$ cat config.mk
export PLATFORM = sky130hd
export DESIGN_NAME = busBridge
export DESIGN_NICKNAME = d
export VERILOG_FILES = /design/src/design/axiPkg.sv /design/src/design/cpuPkg.sv /design/src/design/reqSlot.sv /design/src/design/readEngine.sv /design/src/design/writeEngine.sv /design/src/design/busBridge.sv
export SDC_FILE = /design/constraint.sdc
export NUM_CORES = 1
export LEC_CHECK = 0
export BUFFER_PORTS_ARGS = -buffer_cell sky130_fd_sc_hd__buf_2
export CAP_MARGIN = 20
export CORE_AREA = 5 5 167 169
export DETAILED_ROUTE_END_ITERATION = 8
export DIE_AREA = 0 0 172 174
export GPL_TIMING_DRIVEN = 0
export SETUP_SLACK_MARGIN = 0.02
export SLEW_MARGIN = 20
export SYNTH_ARGS = -nofsm -noshare
export SYNTH_HDL_FRONTEND = slang
export SYNTH_HIERARCHICAL = 1
export SYNTH_SLANG_ARGS = --single-unit
$ cat constraint.sdc
create_clock -name clk -period 2.5 [get_ports clk]
set_input_delay 0.5 -clock clk [delete_from_list [all_inputs] [get_ports clk]]
set_output_delay 0.5 -clock clk [all_outputs]
set_load 0.02 [all_outputs]
$ cat src/design/axiPkg.sv
package axiPkg;

    localparam int AddrWidth = 32;
    localparam int DataWidth = 32;
    localparam int IdWidth   = 4;
    localparam int StrbWidth = DataWidth / 8;

    typedef logic [AddrWidth-1:0] addrT;
    typedef logic [DataWidth-1:0] wordT;
    typedef logic [StrbWidth-1:0] strobeT;
    typedef logic [IdWidth-1:0]   idT;
    typedef logic [3:0]           lenT;    // Beats minus one.
    typedef logic [2:0]           sizeT;
    typedef logic [1:0]           burstT;

    // Address channel payload, shared by AR and AW.
    typedef struct packed {
        idT    id;
        addrT  addr;
        lenT   len;
        sizeT  size;
        burstT burst;
    } axT;

    typedef struct packed {
        wordT   data;
        strobeT strobe;
        logic   last;
    } wBeatT;

    localparam idT IdInst = idT'(0);
    localparam idT IdData = idT'(1);

    localparam lenT LenLine   = lenT'(3);    // 4 beats.
    localparam lenT LenSingle = lenT'(0);

    localparam sizeT SizeWord = 3'b010;      // 4 bytes per beat.

    localparam burstT BurstIncr = 2'b01;
    localparam burstT BurstWrap = 2'b10;

endpackage

$ cat src/design/cpuPkg.sv
package cpuPkg;

    import axiPkg::addrT;
    import axiPkg::wordT;
    import axiPkg::strobeT;

    localparam int BeatsPerLine = 4;
    localparam int LineBytes    = 16;
    localparam int BeatIdxBits  = $clog2(BeatsPerLine);

    // Instruction cache line, beat 0 in the low word.
    typedef logic [BeatsPerLine*$bits(wordT)-1:0] lineT;

    typedef struct packed {
        addrT pc;
    } instReqT;

    typedef struct packed {
        addrT   addr;
        wordT   wData;
        strobeT strobe;
        logic   writeEn;
    } dataReqT;

endpackage

$ cat src/design/reqSlot.sv
`timescale 1ns/100ps

module reqSlot #(
    parameter type payloadT = logic
) (
    input  logic    clk,
    input  logic    rst,

    input  logic    reqValid,
    input  payloadT reqIn,
    output logic    reqReady,

    input  logic    releasePulse,   // From the owning engine.
    output logic    busy,
    output payloadT held
);

    logic capture;

    assign capture  = reqValid && reqReady;
    assign reqReady = ~busy;

    always_ff @(posedge clk) begin
        if (rst) begin
            busy <= 1'b0;
        end else if (capture) begin
            busy <= 1'b1;
        end else if (releasePulse) begin
            busy <= 1'b0;
        end
    end

    // Payload stays put until the slot is freed.
    always_ff @(posedge clk) begin
        if (capture) begin
            held <= reqIn;
        end
    end

endmodule

$ cat src/design/readEngine.sv
`timescale 1ns/100ps

module readEngine import axiPkg::*, cpuPkg::*; (
    input  logic    clk,
    input  logic    rst,

    input  logic    instBusy,
    input  instReqT instHeld,
    output logic    instRelease,

    input  logic    dataBusy,
    input  dataReqT dataHeld,
    output logic    dataRelease,

    output logic    arValid,
    output axT      ar,
    input  logic    arReady,

    input  logic    rValid,
    input  wordT    rData,
    input  logic    rLast,
    output logic    rReady,

    output logic    instRespValid,
    output lineT    instLine,
    input  logic    instRespReady,

    output logic    dataRespValid,
    output wordT    dataRdata,
    input  logic    dataRespReady
);

    typedef enum logic [1:0] {
        RIdle,
        RInstBeats,
        RDataBeat
    } rStateT;

    rStateT state;
    rStateT stateNext;

    logic dataRd;
    logic beatTaken;
    logic [BeatIdxBits-1:0] beatIdx;

    // Lower words of the line; the last beat goes straight to the output.
    wordT [BeatsPerLine-2:0] asmLine;

    assign dataRd  = dataBusy && !dataHeld.writeEn;   // Writes belong to the write engine.
    assign arValid = (state == RIdle) && (dataRd || instBusy);

    // Data read wins over a fetch.
    always_comb begin
        ar.size = SizeWord;
        if (dataRd) begin
            ar.id    = IdData;
            ar.addr  = dataHeld.addr;
            ar.len   = LenSingle;
            ar.burst = BurstIncr;
        end else begin
            ar.id    = IdInst;
            ar.addr  = instHeld.pc & ~addrT'(LineBytes - 1);
            ar.len   = LenLine;
            ar.burst = BurstWrap;
        end
    end

    always_comb begin
        rReady        = 1'b0;
        instRespValid = 1'b0;
        dataRespValid = 1'b0;
        case (state)
            RInstBeats: begin
                instRespValid = rValid && rLast;
                rReady        = rLast ? instRespReady : 1'b1;   // Hold the last beat.
            end
            RDataBeat: begin
                dataRespValid = rValid;
                rReady        = dataRespReady;
            end
            default: begin
                rReady = 1'b0;
            end
        endcase
    end

    assign instLine    = {rData, asmLine};
    assign dataRdata   = rData;
    assign instRelease = instRespValid && instRespReady;
    assign dataRelease = dataRespValid && dataRespReady;
    assign beatTaken   = (state == RInstBeats) && rValid && rReady;

    always_comb begin
        stateNext = state;
        case (state)
            RIdle: begin
                if (arValid && arReady) begin
                    stateNext = dataRd ? RDataBeat : RInstBeats;
                end
            end
            RInstBeats: begin
                if (instRelease) begin
                    stateNext = RIdle;
                end
            end
            RDataBeat: begin
                if (dataRelease) begin
                    stateNext = RIdle;
                end
            end
            default: begin
                stateNext = RIdle;
            end
        endcase
    end

    always_ff @(posedge clk) begin
        if (rst) begin
            state <= RIdle;
        end else begin
            state <= stateNext;
        end
    end

    always_ff @(posedge clk) begin
        if (rst) begin
            beatIdx <= '0;
        end else if (state != RInstBeats) begin
            beatIdx <= '0;
        end else if (beatTaken) begin
            beatIdx <= beatIdx + 1'b1;
        end
    end

    // Beats arrive in wrap order starting at the aligned address.
    always_ff @(posedge clk) begin
        if (beatTaken && !rLast) begin
            asmLine[beatIdx] <= rData;
        end
    end

endmodule

$ cat src/design/writeEngine.sv
`timescale 1ns/100ps

module writeEngine import axiPkg::*, cpuPkg::*; (
    input  logic    clk,
    input  logic    rst,

    input  logic    dataBusy,
    input  dataReqT dataHeld,
    output logic    dataRelease,

    output logic    awValid,
    output axT      aw,
    input  logic    awReady,

    output logic    wValid,
    output wBeatT   w,
    input  logic    wReady,

    input  logic    bValid,
    output logic    bReady
);

    typedef enum logic [1:0] {
        WIdle,
        WDataBeat,
        WResp
    } wStateT;

    wStateT state;
    wStateT stateNext;

    assign awValid = (state == WIdle) && dataBusy && dataHeld.writeEn;

    always_comb begin
        aw.id    = IdData;
        aw.addr  = dataHeld.addr;
        aw.len   = LenSingle;
        aw.size  = SizeWord;
        aw.burst = BurstIncr;
    end

    // Single beat, so last is always set.
    always_comb begin
        w.data   = dataHeld.wData;
        w.strobe = dataHeld.strobe;
        w.last   = 1'b1;
    end

    assign wValid      = (state == WDataBeat);
    assign bReady      = (state == WResp);
    assign dataRelease = bReady && bValid;

    always_comb begin
        stateNext = state;
        case (state)
            WIdle: begin
                if (awValid && awReady) begin
                    stateNext = WDataBeat;
                end
            end
            WDataBeat: begin
                if (wValid && wReady) begin
                    stateNext = WResp;
                end
            end
            WResp: begin
                if (dataRelease) begin
                    stateNext = WIdle;
                end
            end
            default: begin
                stateNext = WIdle;
            end
        endcase
    end

    always_ff @(posedge clk) begin
        if (rst) begin
            state <= WIdle;
        end else begin
            state <= stateNext;
        end
    end

endmodule

$ cat src/design/busBridge.sv
`timescale 1ns/100ps

module busBridge import axiPkg::*, cpuPkg::*; (
    input  logic    clk,
    input  logic    rst,

    input  logic    instReqValid,
    input  instReqT instReq,
    output logic    instReqReady,
    output logic    instRespValid,
    output lineT    instLine,
    input  logic    instRespReady,

    input  logic    dataReqValid,
    input  dataReqT dataReq,
    output logic    dataReqReady,
    output logic    dataRespValid,
    output wordT    dataRdata,
    input  logic    dataRespReady,

    output logic    arValid,
    output axT      ar,
    input  logic    arReady,
    input  logic    rValid,
    input  wordT    rData,
    input  logic    rLast,
    output logic    rReady,

    output logic    awValid,
    output axT      aw,
    input  logic    awReady,
    output logic    wValid,
    output wBeatT   w,
    input  logic    wReady,
    input  logic    bValid,
    output logic    bReady
);

    logic    instBusy;
    instReqT instHeld;
    logic    instRelease;

    logic    dataBusy;
    dataReqT dataHeld;
    logic    rdDataRelease;
    logic    wrDataRelease;

    reqSlot #(.payloadT(instReqT)) instSlot (
        .clk          (clk),
        .rst          (rst),
        .reqValid     (instReqValid),
        .reqIn        (instReq),
        .reqReady     (instReqReady),
        .releasePulse (instRelease),
        .busy         (instBusy),
        .held         (instHeld)
    );

    // Only one engine owns the data slot at a time.
    reqSlot #(.payloadT(dataReqT)) dataSlot (
        .clk          (clk),
        .rst          (rst),
        .reqValid     (dataReqValid),
        .reqIn        (dataReq),
        .reqReady     (dataReqReady),
        .releasePulse (rdDataRelease || wrDataRelease),
        .busy         (dataBusy),
        .held         (dataHeld)
    );

    readEngine readEng (
        .clk           (clk),
        .rst           (rst),
        .instBusy      (instBusy),
        .instHeld      (instHeld),
        .instRelease   (instRelease),
        .dataBusy      (dataBusy),
        .dataHeld      (dataHeld),
        .dataRelease   (rdDataRelease),
        .arValid       (arValid),
        .ar            (ar),
        .arReady       (arReady),
        .rValid        (rValid),
        .rData         (rData),
        .rLast         (rLast),
        .rReady        (rReady),
        .instRespValid (instRespValid),
        .instLine      (instLine),
        .instRespReady (instRespReady),
        .dataRespValid (dataRespValid),
        .dataRdata     (dataRdata),
        .dataRespReady (dataRespReady)
    );

    writeEngine writeEng (
        .clk         (clk),
        .rst         (rst),
        .dataBusy    (dataBusy),
        .dataHeld    (dataHeld),
        .dataRelease (wrDataRelease),
        .awValid     (awValid),
        .aw          (aw),
        .awReady     (awReady),
        .wValid      (wValid),
        .w           (w),
        .wReady      (wReady),
        .bValid      (bValid),
        .bReady      (bReady)
    );

endmodule

==> impl_metrics.ini <==
[status]
status = completed

[critical_path]
endpoint = ar[16]
cp-end-kind = output port
cp.required_ns = 2.00
crit_arrival_ns = 1.85
critPathMaxFanout = 10
startpoint = dataSlot/held[0]$_DFFE_PP_
timing.rr.end = readEng/instLine[74]$_DFFE_PP_
critical_path_class = reg2out
reg2reg_from = readEng/state[0]$_SDFFE_PP0P_
rrSetupSlack_ns = 0.54
reg2regPathDepth = 5
startpoint_type = flip-flop

[clock_tree]
clock_latency_ns = 0.50
clock_path_buffers = 3
cts.clk_slew.worst_paths_ns = 0.06
cts_tree = built
post_cts_buffers = 0
clock-root-buffer = clkbuf_16
cts_made_buffers = 22
clock-sinks = 201
cts-htree-levels = 1

[floorplanning]
dieWidth_um = 172
die_y_um = 174
start_util_pct = 30.2
io_pins = 441
core_area_um2 = 26400
die_area_um2 = 29900
rows = 60

[layout]
layout-drive-gt1-share_pct = 62.9
seqCellArea_um2 = 5960
num-nets-final = 1132
diodes = 0
multi_input_area_um2 = 863
area_growth_pct = 43.3
finalInstanceArea_um2 = 11400
nFillCells = 2463

[drt]
drc = 0
dr.first_iter.drc_count = 247
postRouteWirelength_mm = 23.1
vias = 5382
drt-pass1-iter-count = 4
via_per_inst = 4.02
ant_nets = 0
wl_per_cell_um = 17.3

[power]
sequentialPowerShare_pct = 45.9
power_frac_comb_pct = 13.0
power_frac_clock_pct = 41.1
power_density_nw_per_um2 = 738
peakVddDrop_mv = 0.546
p_int_mw = 6.48
swShare_pct = 23.3
power_leakage_nw = 5.24
switching_power_mw = 1.97

[sta]
clock_skew_ns = 0.00961
slew_violations = 0
tightestPinTransition_ns = 0.743
fin_crit_ns = 2.35
fin_crit_sh_pct = 94.2
max_freq_mhz = 425
grt_setup_unrepaired = no
finalSetupViolCount = 0
hold_viol_final = 0
slew-limit-headroom_pct = 50.5
worst_slack_ns = 0.146

[hold_path]
worstHoldPathType = in2reg

[synthesis]
syn_area_per_cell_um2 = 15.3
syn_inst = 521
synth_warnings = 6
synth_area_um2 = 7990

[global_routing]
grt_antenna_before_repair = 2
grt_pass1_vias = 5416
grt_pass1_wl_mm = 32.7
grt_max_degree = 49
track_usage_pct = 14.3
overflow = 0

[placement]
io_buffers = 414
routabilityCongestion = 0.797
post-dp-hpwl_mm = 17.9
dp_slack_ns = 0.176
placed_area_um2 = 10600

[job]
maxCapViolations = 0
-- state kept, by name (all words and copies together) (netlist names) --
signal,cells
readEng/beatIdx,2
instSlot/busy,1
dataSlot/held,69
readEng/state,2
dataSlot/busy,1
instSlot/held,28
writeEng/state,2
readEng/instLine,96
-- layer usage --
metal  vias up  GRT usage [%]  part of all wire [%]
li1       2544              -                     -
met1      2497           15.5                    35
met2       308           25.1                    49
met3        31           7.19                    15
met4         2           3.08                   1.7
met5         -              0                 0.087
-- layout make-up --
type	instances	area share, %
buffer	164	10.7
clock buffer	31	5.55
clock inverter	9	1.34
inverter	8	0.273
multi-input combinational	166	7.54
sequential	201	52.0
tap	341	3.73
timing repair buffer	418	18.9
-- repair_timing --
item                                    in CTS  in global routing
gates resized for setup                      6                  6
endpoints found under the setup margin      31                 10
hold buffers                                 0                  0
pin swaps                                    0                  0
-- power by group through the flow --
| stage | clock network (mW) | logic, mW | registers [mW] |
|---|---|---|---|
| 2_1_floorplan | 0 | 0.670 | 3.96 |
| 3_3_place_gp | 0 | 1.09 | 3.95 |
| 3_5_place_dp | 0 | 1.11 | 3.95 |
| 4_1_cts | 3.58 | 1.12 | 3.88 |
| 5_1_grt | 3.73 | 1.20 | 3.89 |
| 6_report | 3.47 | 1.10 | 3.88 |
-- critical path, stage by stage (launching register included) --
cell	delay, ns
edfxtp_1	0.42
nand2b_4	0.19
clkinv_2	0.13
buf_4	0.24
nand2_1	0.07
nand2_1	0.11
buf_2	0.19
-- per-stage QoR --
step                cells  utilization, %  setup TNS, ns  hold WS (ns)  power [mW]
floorplan             539               -              0         0.455        4.63
global placement     1294            39.9         -17.12         0.474        5.04
detailed placement   1298            40.3              0         0.484        5.06
CTS                  1338            43.3              0         0.138        8.58
global route         1338            43.3              0         0.145        8.81
finish               1338            43.3              0         0.175        8.45
-- worst min path at each step --
stage	from	end	cells after the start
final	dataReq[4]	dataSlot/held[4]$_DFFE_PP_	1
after global routing	dataReq[27]	dataSlot/held[27]$_DFFE_PP_	1
after CTS	dataReq[67]	dataSlot/held[67]$_DFFE_PP_	1
after detailed placement	readEng/beatIdx[0]$_SDFFE_PP0P_	readEng/beatIdx[0]$_SDFFE_PP0P_	2
after global placement	readEng/beatIdx[0]$_SDFFE_PP0P_	readEng/beatIdx[0]$_SDFFE_PP0P_	2
after floorplan	readEng/beatIdx[0]$_SDFFE_PP0P_	readEng/beatIdx[0]$_SDFFE_PP0P_	2
-- cell usage in the layout, fill, tap and decap left out, types with 2 or more instances in the layout --
cell type	count
edfxtp_1	193
clkbuf_1	5
buf_2	415
a211oi_1	2
nor2_1	4
clkbuf_2	3
nand2_1	88
buf_4	159
and2_1	8
nand3b_1	3
buf_12	3
and2_2	3
clkinvlp_4	4
nor2b_1	3
a41o_1	2
dfxtp_1	8
inv_1	7
bufinv_16	4
mux2i_1	3
clkbuf_16	23
clkbuf_8	3
ha_1	6
and2b_2	2
and3_1	3
nand2b_1	3
conb_1	22
No activity file was read; power rests on OpenSTA's default activity.
